--- src/source/vmul_defines.svh ---
`ifndef VMUL_DEFINES_SVH
`define VMUL_DEFINES_SVH

// Operand word seen by one lane
`define VMUL_WORD_W    32

// Input width of one Dadda multiplier
`define VMUL_ELEM_W    8

// Multipliers per lane, two passes cover a 32x32 product
`define VMUL_NUM_MULT  8

// Packed full-width result, also the accumulator width
`define VMUL_RESULT_W  64

// Product width of one 8x8 multiplier
`define VMUL_PP_W      16

`endif

--- src/source/vmul_pkg.sv ---
`default_nettype none

`include "vmul_defines.svh"

package vmul_pkg;

    // Element width code, 2'b11 is reserved
    typedef enum logic [1:0] {
        SEW_8  = 2'b00,
        SEW_16 = 2'b01,
        SEW_32 = 2'b10
    } sew_t;

    typedef logic [`VMUL_WORD_W-1:0]                     word_t;
    typedef logic [`VMUL_ELEM_W-1:0]                     elem_t;
    typedef elem_t [`VMUL_NUM_MULT-1:0]                  elem_vec_t;   // One byte per multiplier
    typedef logic [`VMUL_NUM_MULT-1:0][`VMUL_PP_W-1:0]   pp_vec_t;
    typedef logic [`VMUL_RESULT_W-1:0]                   result_t;

    // One flag per byte lane of the operand
    typedef logic [`VMUL_WORD_W/`VMUL_ELEM_W-1:0]        neg_mask_t;

endpackage

`default_nettype wire

--- src/source/vmul_control.sv ---
`default_nettype none

module vmul_control (
    input  logic            clk,
    input  logic            reset,
    input  logic            in_valid,
    output logic            in_ready,
    input  vmul_pkg::word_t a_in,
    input  vmul_pkg::word_t b_in,
    input  vmul_pkg::sew_t  sew_in,
    input  logic            signed_in,
    input  logic            out_ready,
    output logic            out_valid,
    output vmul_pkg::word_t a,
    output vmul_pkg::word_t b,
    output vmul_pkg::sew_t  sew,
    output logic            signed_mode,
    output logic            pass_hi,
    output logic            acc_clear,
    output logic            acc_en
);

    typedef enum logic [1:0] {
        IDLE,
        PASS_LO,   // Low half of B or the only pass for SEW_8/16
        PASS_HI,   // High half of B for SEW_32 only
        DONE
    } state_t;

    state_t state;
    state_t state_next;
    logic   accept;

    assign accept = in_valid && in_ready;

    always_comb begin
        state_next = state;
        case (state)
            IDLE:    if (in_valid) state_next = PASS_LO;
            PASS_LO: state_next = (sew == vmul_pkg::SEW_32) ? PASS_HI : DONE;
            PASS_HI: state_next = DONE;
            DONE:    if (out_ready) state_next = IDLE;   // Hold here under back-pressure
            default: state_next = IDLE;
        endcase
    end

    always_ff @(posedge clk or posedge reset) begin
        if (reset) begin
            state       <= IDLE;
            sew         <= vmul_pkg::SEW_8;
            signed_mode <= 1'b0;
        end else begin
            state <= state_next;
            if (accept) begin
                sew         <= sew_in;
                signed_mode <= signed_in;
            end
        end
    end

    // Operand words stay put until the next request is taken
    always_ff @(posedge clk) begin
        if (accept) begin
            a <= a_in;
            b <= b_in;
        end
    end

    assign in_ready  = (state == IDLE);
    assign out_valid = (state == DONE);
    assign pass_hi   = (state == PASS_HI);
    assign acc_clear = (state == PASS_LO);   // First pass overwrites the accumulator
    assign acc_en    = (state == PASS_LO) || (state == PASS_HI);

    a_no_reserved_sew: assert property (@(posedge clk) disable iff (reset)
        accept |-> sew_in inside {vmul_pkg::SEW_8, vmul_pkg::SEW_16, vmul_pkg::SEW_32});

endmodule

`default_nettype wire

--- src/source/operand_prep.sv ---
`default_nettype none

`include "vmul_defines.svh"

module operand_prep (
    input  vmul_pkg::word_t     a,
    input  vmul_pkg::word_t     b,
    input  vmul_pkg::sew_t      sew,
    input  logic                signed_mode,
    input  logic                pass_hi,
    output vmul_pkg::elem_vec_t mult_a,
    output vmul_pkg::elem_vec_t mult_b,
    output vmul_pkg::neg_mask_t neg_mask
);

    localparam int LANES = `VMUL_WORD_W / `VMUL_ELEM_W;

    vmul_pkg::elem_t [LANES-1:0] a_mag;
    vmul_pkg::elem_t [LANES-1:0] b_mag;
    vmul_pkg::elem_t             b_lo;   // B byte crossed with A bytes at weight 0
    vmul_pkg::elem_t             b_hi;   // B byte crossed with A bytes at weight 8

    // Absolute value of every element at the given width
    function automatic vmul_pkg::word_t magnitude(input vmul_pkg::word_t v,
                                                  input vmul_pkg::sew_t w);
        vmul_pkg::word_t m;
        m = v;
        case (w)
            vmul_pkg::SEW_8: begin
                for (int i = 0; i < 4; i++) begin
                    if (v[8*i+7]) m[8*i +: 8] = ~v[8*i +: 8] + 8'd1;
                end
            end
            vmul_pkg::SEW_16: begin
                for (int i = 0; i < 2; i++) begin
                    if (v[16*i+15]) m[16*i +: 16] = ~v[16*i +: 16] + 16'd1;
                end
            end
            default: if (v[31]) m = ~v + 32'd1;
        endcase
        return m;
    endfunction

    assign a_mag = signed_mode ? magnitude(a, sew) : a;
    assign b_mag = signed_mode ? magnitude(b, sew) : b;

    // Sign flag per byte lane, sign_fixup picks the lanes that lead an element
    always_comb begin
        for (int i = 0; i < LANES; i++) begin
            neg_mask[i] = signed_mode & (a[8*i+7] ^ b[8*i+7]);
        end
    end

    assign b_lo = pass_hi ? b_mag[2] : b_mag[0];
    assign b_hi = pass_hi ? b_mag[3] : b_mag[1];

    always_comb begin
        case (sew)
            vmul_pkg::SEW_16: begin   // Four cross products per half-word
                mult_a = {a_mag[3], a_mag[2], a_mag[3], a_mag[2],
                          a_mag[1], a_mag[0], a_mag[1], a_mag[0]};
                mult_b = {b_mag[3], b_mag[3], b_mag[2], b_mag[2],
                          b_mag[1], b_mag[1], b_mag[0], b_mag[0]};
            end
            vmul_pkg::SEW_32: begin
                mult_a = {a_mag, a_mag};
                mult_b = {b_hi, b_hi, b_hi, b_hi, b_lo, b_lo, b_lo, b_lo};
            end
            default: begin   // Byte lanes pair up, upper four multipliers unused
                mult_a = {a_mag, a_mag};
                mult_b = {b_mag, b_mag};
            end
        endcase
    end

endmodule

`default_nettype wire

--- src/source/dadda_8x8.sv ---
`default_nettype none

`include "vmul_defines.svh"

module dadda_8x8 (
    input  vmul_pkg::elem_t       a,
    input  vmul_pkg::elem_t       b,
    output logic [`VMUL_PP_W-1:0] p
);

    localparam int N_COL = `VMUL_PP_W;
    localparam int MAX_H = `VMUL_ELEM_W;
    localparam int N_STAGE = 4;
    localparam int STAGE_H [N_STAGE] = '{6, 4, 3, 2};   // Dadda heights below 8

    logic [MAX_H-1:0] col [N_COL];   // Bits waiting in each weight column
    logic [MAX_H-1:0] nxt [N_COL];
    int               h   [N_COL];
    int               nh  [N_COL];
    int               k;             // Bits of the column already consumed
    logic             x;
    logic             y;
    logic             z;
    logic             cy;

    always_comb begin
        for (int i = 0; i < N_COL; i++) begin
            col[i] = '0;
            h[i]   = 0;
        end
        for (int r = 0; r < MAX_H; r++) begin
            for (int c = 0; c < MAX_H; c++) begin
                col[r + c][h[r + c]] = a[c] & b[r];
                h[r + c] = h[r + c] + 1;
            end
        end
        for (int s = 0; s < N_STAGE; s++) begin
            for (int i = 0; i < N_COL; i++) begin
                nxt[i] = '0;
                nh[i]  = 0;
            end
            for (int i = 0; i < N_COL; i++) begin
                k = 0;
                // Carries from column i-1 already sit in nh[i]
                for (int n = 0; n < 4; n++) begin
                    x = col[i][k];
                    y = col[i][k + 1];
                    z = col[i][k + 2];
                    if (h[i] - k + nh[i] - STAGE_H[s] >= 2 && h[i] - k >= 3) begin
                        nxt[i][nh[i]] = x ^ y ^ z;   // Full adder
                        cy = (x & y) | (x & z) | (y & z);
                        k = k + 3;
                    end else if (h[i] - k + nh[i] - STAGE_H[s] >= 1 && h[i] - k >= 2) begin
                        nxt[i][nh[i]] = x ^ y;   // Half adder
                        cy = x & y;
                        k = k + 2;
                    end else begin
                        continue;
                    end
                    nh[i] = nh[i] + 1;
                    if (i + 1 < N_COL) begin
                        nxt[i + 1][nh[i + 1]] = cy;
                        nh[i + 1] = nh[i + 1] + 1;
                    end
                end
                for (int j = 0; j < MAX_H; j++) begin
                    if (j >= k && j < h[i]) begin
                        nxt[i][nh[i]] = col[i][j];
                        nh[i] = nh[i] + 1;
                    end
                end
            end
            col = nxt;
            h   = nh;
        end
        // Final ripple adder over the last two rows
        cy = 1'b0;
        for (int i = 0; i < N_COL; i++) begin
            p[i] = col[i][0] ^ col[i][1] ^ cy;
            cy   = (col[i][0] & col[i][1]) | (col[i][0] & cy) | (col[i][1] & cy);
        end
    end

endmodule

`default_nettype wire

--- src/source/product_combine.sv ---
`default_nettype none

`include "vmul_defines.svh"

module product_combine (
    input  logic              clk,
    input  logic              reset,
    input  vmul_pkg::pp_vec_t pp,
    input  vmul_pkg::sew_t    sew,
    input  logic              pass_hi,
    input  logic              acc_clear,
    input  logic              acc_en,
    output vmul_pkg::result_t acc
);

    localparam int HALF_W = `VMUL_WORD_W;
    localparam int PASS_W = `VMUL_WORD_W + `VMUL_PP_W;   // 32x16 partial of one pass

    logic [HALF_W-1:0] half_lo;
    logic [HALF_W-1:0] half_hi;
    logic [PASS_W-1:0] pass_sum;
    vmul_pkg::result_t pass_shifted;
    vmul_pkg::result_t acc_base;
    vmul_pkg::result_t acc_next;

    // SEW_16, each half-word product from its four cross products
    assign half_lo = HALF_W'(pp[0]) + {8'd0, pp[1], 8'd0} + {8'd0, pp[2], 8'd0}
                   + {pp[3], 16'd0};
    assign half_hi = HALF_W'(pp[4]) + {8'd0, pp[5], 8'd0} + {8'd0, pp[6], 8'd0}
                   + {pp[7], 16'd0};

    // SEW_32, A times one B half-word
    always_comb begin
        pass_sum = '0;
        for (int i = 0; i < 4; i++) begin
            pass_sum = pass_sum + (PASS_W'(pp[i]) << (8 * i))
                     + (PASS_W'(pp[i + 4]) << (8 * i + 8));
        end
    end

    assign pass_shifted = pass_hi ? {pass_sum, 16'd0} : {16'd0, pass_sum};
    assign acc_base     = acc_clear ? '0 : acc;

    always_comb begin
        case (sew)
            vmul_pkg::SEW_8:  acc_next = {pp[3], pp[2], pp[1], pp[0]};
            vmul_pkg::SEW_16: acc_next = {half_hi, half_lo};
            default:          acc_next = acc_base + pass_shifted;
        endcase
    end

    always_ff @(posedge clk or posedge reset) begin
        if (reset) begin
            acc <= '0;
        end else if (acc_en) begin
            acc <= acc_next;   // Frozen between passes and while the result waits
        end
    end

    // A second pass only exists for a 32-bit element
    a_pass_hi_sew32: assert property (@(posedge clk) disable iff (reset)
        acc_en && pass_hi |-> sew == vmul_pkg::SEW_32);

endmodule

`default_nettype wire

--- src/source/sign_fixup.sv ---
`default_nettype none

module sign_fixup (
    input  vmul_pkg::result_t   acc,
    input  vmul_pkg::sew_t      sew,
    input  vmul_pkg::neg_mask_t neg_mask,
    output vmul_pkg::result_t   result
);

    // Magnitude products turned back into signed results per element
    always_comb begin
        result = acc;
        case (sew)
            vmul_pkg::SEW_8: begin
                for (int i = 0; i < 4; i++) begin
                    if (neg_mask[i]) begin
                        result[16*i +: 16] = ~acc[16*i +: 16] + 16'd1;
                    end
                end
            end
            vmul_pkg::SEW_16: begin
                for (int i = 0; i < 2; i++) begin
                    if (neg_mask[2*i+1]) begin   // Sign sits in the upper byte lane
                        result[32*i +: 32] = ~acc[32*i +: 32] + 32'd1;
                    end
                end
            end
            default: begin
                if (neg_mask[3]) result = ~acc + 64'd1;
            end
        endcase
    end

endmodule

`default_nettype wire

--- src/source/vmul_top.sv ---
`default_nettype none

`include "vmul_defines.svh"

module vmul_top (
    input  logic              clk,
    input  logic              reset,
    input  logic              in_valid,
    output logic              in_ready,
    input  vmul_pkg::word_t   a,
    input  vmul_pkg::word_t   b,
    input  vmul_pkg::sew_t    sew,
    input  logic              signed_mode,
    output logic              out_valid,
    input  logic              out_ready,
    output vmul_pkg::result_t result
);

    vmul_pkg::word_t     lat_a;
    vmul_pkg::word_t     lat_b;
    vmul_pkg::sew_t      lat_sew;
    logic                lat_signed;
    logic                pass_hi;
    logic                acc_clear;
    logic                acc_en;
    vmul_pkg::elem_vec_t mult_a;
    vmul_pkg::elem_vec_t mult_b;
    vmul_pkg::neg_mask_t neg_mask;
    vmul_pkg::pp_vec_t   pp;
    vmul_pkg::result_t   acc;

    vmul_control i_control (
        .clk(clk), .reset(reset),
        .in_valid(in_valid), .in_ready(in_ready),
        .a_in(a), .b_in(b), .sew_in(sew), .signed_in(signed_mode),
        .out_ready(out_ready), .out_valid(out_valid),
        .a(lat_a), .b(lat_b), .sew(lat_sew), .signed_mode(lat_signed),
        .pass_hi(pass_hi), .acc_clear(acc_clear), .acc_en(acc_en)
    );

    operand_prep i_operand_prep (
        .a(lat_a), .b(lat_b), .sew(lat_sew), .signed_mode(lat_signed),
        .pass_hi(pass_hi),
        .mult_a(mult_a), .mult_b(mult_b), .neg_mask(neg_mask)
    );

    for (genvar i = 0; i < `VMUL_NUM_MULT; i++) begin : gen_mult
        dadda_8x8 i_dadda (.a(mult_a[i]), .b(mult_b[i]), .p(pp[i]));
    end

    product_combine i_product_combine (
        .clk(clk), .reset(reset), .pp(pp), .sew(lat_sew), .pass_hi(pass_hi),
        .acc_clear(acc_clear), .acc_en(acc_en), .acc(acc)
    );

    sign_fixup i_sign_fixup (
        .acc(acc), .sew(lat_sew), .neg_mask(neg_mask), .result(result)
    );

endmodule

`default_nettype wire

--- config.mk ---
export PLATFORM = sky130hd
export DESIGN_NAME = vmul_top
export DESIGN_NICKNAME = d
export VERILOG_FILES = /design/src/source/vmul_pkg.sv /design/src/source/vmul_control.sv /design/src/source/operand_prep.sv /design/src/source/dadda_8x8.sv /design/src/source/product_combine.sv /design/src/source/sign_fixup.sv /design/src/source/vmul_top.sv
export VERILOG_INCLUDE_DIRS = /design/src /design/src/source
export SDC_FILE = /design/constraint.sdc
export NUM_CORES = 2
export LEC_CHECK = 0
export ABC_AREA = 1
export ABC_CLOCK_PERIOD_IN_PS = 26200
export BUFFER_PORTS_ARGS = -buffer_cell sky130_fd_sc_hd__clkbuf_2
export CAP_MARGIN = 40
export CORE_MARGIN = 2
export CORE_UTILIZATION = 25
export CTS_BUF_LIST = sky130_fd_sc_hd__clkbuf_8
export DETAILED_ROUTE_END_ITERATION = 6
export GPL_TIMING_DRIVEN = 0
export SLEW_MARGIN = 20
export SYNTH_ARGS = -nofsm -noshare
export SYNTH_HDL_FRONTEND = slang
export SYNTH_HIERARCHICAL = 1
export SYNTH_SLANG_ARGS = --single-unit
--- constraint.sdc ---
create_clock -name clk -period 26.2 [get_ports clk]
set_clock_uncertainty 0.05 [all_clocks]
set_input_delay 0 -clock clk [delete_from_list [all_inputs] [get_ports clk]]
set_output_delay 0 -clock clk [all_outputs]
set_load 0.02 [all_outputs]
### Word level (Yosys, flattened, before mapping)

Index checks and enable logic that the tools add are counted.

| cells by class | value |
|---|---|
| $add $sub $neg | 35 |
| multipliers | 0 |
| div/mod/pow operators | 0 |
| $lt $le $gt $ge | 0 |
| eq/ne operators | 7 |
| shifts and indexed selects | 0 |
| muxes and demuxes | 37 |
| bitwise gates (word level) | 3,357 |
| reduce and logical (&&, ||, !) cells | 5 |

Operators by type and width:

| operator | number |
|---|---|
| $and 1x1->1 | 1,732 |
| $xor 1x1->1 | 836 |
| $or 1x1->1 | 768 |
| $pmux 64 s2 | 3 |
| $mux 32 | 6 |
| $mux 64 | 3 |
| $add 16x1->16 const B | 8 |
| $add 32x1->32 const B | 4 |
| $mux 16 | 8 |
| $not 16->16 | 8 |
| $not 32->32 | 4 |
| $pmux 32 s2 | 2 |
| $add 48x32->48 | 2 |
| $add 48x40->48 | 2 |
| $mux 8 | 10 |
| $add 16x24->25 | 3 |
| $add 32x24->32 | 2 |
| $add 32x32->32 | 2 |
| $add 64x1->64 const B | 1 |
| $add 64x64->64 | 1 |
| $add 8x1->8 const B | 8 |
| $not 64->64 | 1 |
| $not 8->8 | 8 |
| $add 48x24->48 | 1 |
| other kinds (13) | 18 |

| word-level totals | value |
|---|---|
| register bits after elaboration | 133 |
| bits in latches | 0 |
| memory bits (writable) | 0 |
| bits in read-only memories | 0 |
| input bits | 71 |
| output and inout bits | 66 |
| word-level logic and storage cells | 3,447 |
| memories kept | 0 |

### Depth between registers and ports, before layout

| logic depth | value |
|---|---|
| depth in word-level cells | 58 |
| depth in mapped cells | 80 |

### By module

The synthesis kept the hierarchy.

Modules (own cells, without submodules):

| module | times used | cells each | area an instance (um2) | sequential area each (um2) |
|---|---|---|---|---|
| product_combine | 1 | 2,424 | 15,040.7 | 1,601.5 |
| dadda_8x8 | 8 | 229 | 1,830.5 | 0.0 |
| operand_prep | 1 | 1,340 | 6,427.4 | 0.0 |
| sign_fixup | 1 | 932 | 4,598.2 | 0.0 |
| vmul_control | 1 | 102 | 2,214.6 | 2,047.0 |

### Worst setup path before layout

No wires, ideal clock.

| timing path | value |
|---|---|
| path type | register to register |
| start | register i_control.sew[0] |
| end | register i_product_combine.acc[54] |
| setup time | 121 ps |
| arrival time | 13,161 ps |
| data required time | 26,029 ps |
| setup slack | 12,869 ps |
| cell stages (with the launch flop) | 70 |
| cell sequence | dfrtp_1 -> inv_1 -> ha_1 -> buf_6 -> nor2_4 -> buf_4 -> buf_2 -> o21ai_0 -> o21bai_1 -> nand3_1 -> nand2_1 -> nand2_1 -> nand2_1 -> nand2_1 -> buf_6 -> nand2_1 -> inv_1 -> ha_1 -> (+34 left out) -> nand3_1 -> nand3_1 -> nand3_1 -> nand2_1 -> xor2_1 -> o21ai_0 -> ha_1 -> nand2_1 -> nor2_1 -> inv_1 -> nor2_1 -> inv_1 -> nor4_1 -> nand2_1 -> nand3_1 -> nand2_1 -> nand3_1 -> a21oi_1 |

RTL lines:

| what | line | source |
|---|---|---|
| start, declared | vmul_control.sv:16 | `output vmul_pkg::sew_t sew,` |
| start signal, assigned | vmul_control.sv:50 | `sew <= vmul_pkg::SEW_8;` |
| start signal, assigned | vmul_control.sv:55 | `sew <= sew_in;` |
| end signal, assigned | product_combine.sv:56 | `acc <= acc_next;` |
| end, declared | product_combine.sv:13 | `output vmul_pkg::result_t acc` |

==> results.cfg <==
[status]
run_status = complete, but fails checks
failed_checks = design-rule violations

[sta]
timing.slew.headroom = 0.279
period_minus_slack_ns = 16.07
rsz0062_at_grt = no
fin_setup_tns_ns = 0
holdWs_ns = 0.0565
fmax_mhz = 62.2
timing_hold_violations_final = 0
final_count_of_pins_violating_max_slew = 0
worstMarginPinSlew_ns = 1.08
layout_worst_path_cycle_share = 0.614
setup_viol_count_final = 0

[yosys]
post-synth-top-area-fraction = 0.216
synth.yosys.warnings = 6
syn-mean-instance-area_sq_um = 6.47
synthFlopType = dfrtp_1
netlist_area_sq_um = 42900
netlist-cell-type-count = 75
mappedNetlistNets = 7435
synth.ff_latch_count = 133
synth_cells = 6630
synth_top_cells_by_area = fa_1 (22%), nand2_1 (16%), inv_1 (12%)
seq_area_frac_synth = 0.0850
async_reset_ff_frac = 0.519
synth-edff-count = 64
yosysTopAreaCell = fa_1

[floorplan]
design.die.area_sq_um = 175000
die_h_microns = 418
num_io_pins = 137
placement_rows = 152
die-width_microns = 418
initial_core_util = 0.251
core-area_sq_um = 171000

[drt]
totalWireLength_mm = 172
detail_route.iter0.violations = 4245
drtPass1Iterations = 7
avgRoutedWirePerCell_microns = 18.7
via_count = 44200
avgViaCountPerCell = 4.82
drc = 4
antenna_left = 0

[setup_path]
critical_path_s_slowest_cell = fa_1
cpMostUsedCell = fa_1
crit_path_max_fanout = 10
slowest_delay_ns = 0.67
endpoint_kind = register
timing_worst_setup_path_type = register to register
worst_endpoint_data_arrival_time_ns = 16.52
timing.critical_path.required_ns = 26.65
startpoint_type = register

[cts]
cts-buffers-inserted = 17
post-cts-setup-buffer-count = 0
cts_root_buf = clkbuf_8
cts_repair_resize_count = 0
clk_transition_reported_paths_ns = 0.09
h-tree-depth = 4
cts_max_path_buffers = 2
cts_sinks = 133
cts_tree = yes
cts.hold.buffers_added = 127
clock_latency_ns = 0.64

[grt]
antenna_found_initial = 3
overall_global_routing_resource_usage = 0.195
grt_pass1_wl_mm = 260
first_global_vias = 43200
grt_start_max_net_pins = 69
congestion_overflow_gr = 0

[placed_design]
placement.cell_area_sq_um = 46600
io_buffer_count = 136
place_congestion = 0.998
place_hpwl_mm = 148

[worst_hold_path]
hold_class = input pin to register

[finish]
final_core_utilization = 0.283
post_route_cells_drive_above_1_share = 0.0923
final_net_count = 7733
layout.cell_area.non_filler_sq_um = 48400
most_common_cell_after_layout_fill_and_taps_aside = nand2_1
area_delta_synth_final_pct = 12.7
final_cell_mix = nand2_1 (1858), inv_1 (1345), nor2_1 (544)

[flow_run]
max_capacitance_violation_total = 0
## critical path, delay by kind of cell, from the launching register on
family	cells	cell delay (ns)
fa+ha+maj	22	8.35
simple gates	23	2.78
compound gates	9	1.94
buf+inv	15	1.51
xor+xnor	2	0.66
flops	1	0.56
## layer usage
layer,track usage,part of all wire
met5,0,0.00013
met3,0.0207,0.063
met4,0.0895,0.048
met1,0.268,0.45
met2,0.308,0.44
## kinds of logic after synthesis
| group | synth area share |
|---|---|
| compound gates | 0.125 |
| fa+ha+maj | 0.295 |
| buf+inv | 0.172 |
| flops | 0.0850 |
| simple gates | 0.309 |
| xor+xnor | 0.0131 |
| mux | 0.000466 |
## registers in the layout (all words and copies together) (netlist names)
name	count
i_control/sew	2
i_control/state	2
i_control/signed_mode	1
i_product_combine/acc	64
i_control/b	32
i_control/a	32
## per-stage QoR
step / cells / setup slack [ns]
after floorplan: 6630 / 12.87
after global placement: 8999 / 9.82
after detailed placement: 9013 / 10.34
after CTS: 9172 / 10.31
after global routing: 9175 / 9.33
final: 9176 / 10.13
## cells in the mapped netlist (all sizes together), types with 24 or more instances
master  count
buf       205
inv      1382
xor2       46
nand3     429
nor3       40
nor2      624
fa        463
a21oi     355
o21bai     24
o21ai     376
edfxtp     64
dfrtp      69
nand4      49
o211ai     30
a31oi      30
nand2    1911
clkbuf     67
ha        271
## path summary, 6_finish.rpt
kind	startpoint	to	slack, ns	cells past startpoint
worst max-delay path	i_control/sew[0]	i_product_combine/acc[40]	10.13	71
worst min-delay path	a[3]	i_control/a[3]	0.06	2
worst max register to register	i_control/sew[0]	i_product_combine/acc[40]	10.13	71
worst min register to register	i_control/state[0]	i_control/state[0]	0.54	2
max in group asynchronous	reset	i_product_combine/acc[56]	24.99	5
min in group asynchronous	reset	i_control/state[1]	0.44	4
## cell type report
| class | instances | area, sq um |
|---|---|---|
| Antenna cell | 2 | 5.00 |
| Buffer | 273 | 2180 |
| Clock buffer | 17 | 234 |
| Clock inverter | 15 | 228 |
| Fill cell | 19100 | 123000 |
| Inverter | 1386 | 5210 |
| Multi-Input combinational cell | 4838 | 31900 |
| Sequential cell | 133 | 3650 |
| Tap cell | 2233 | 2790 |
| Timing Repair Buffer | 279 | 2170 |
Power is left out: the tool's default activity adds up to more than one toggle a clock period on the data nets, which glitch-free logic cannot reach.
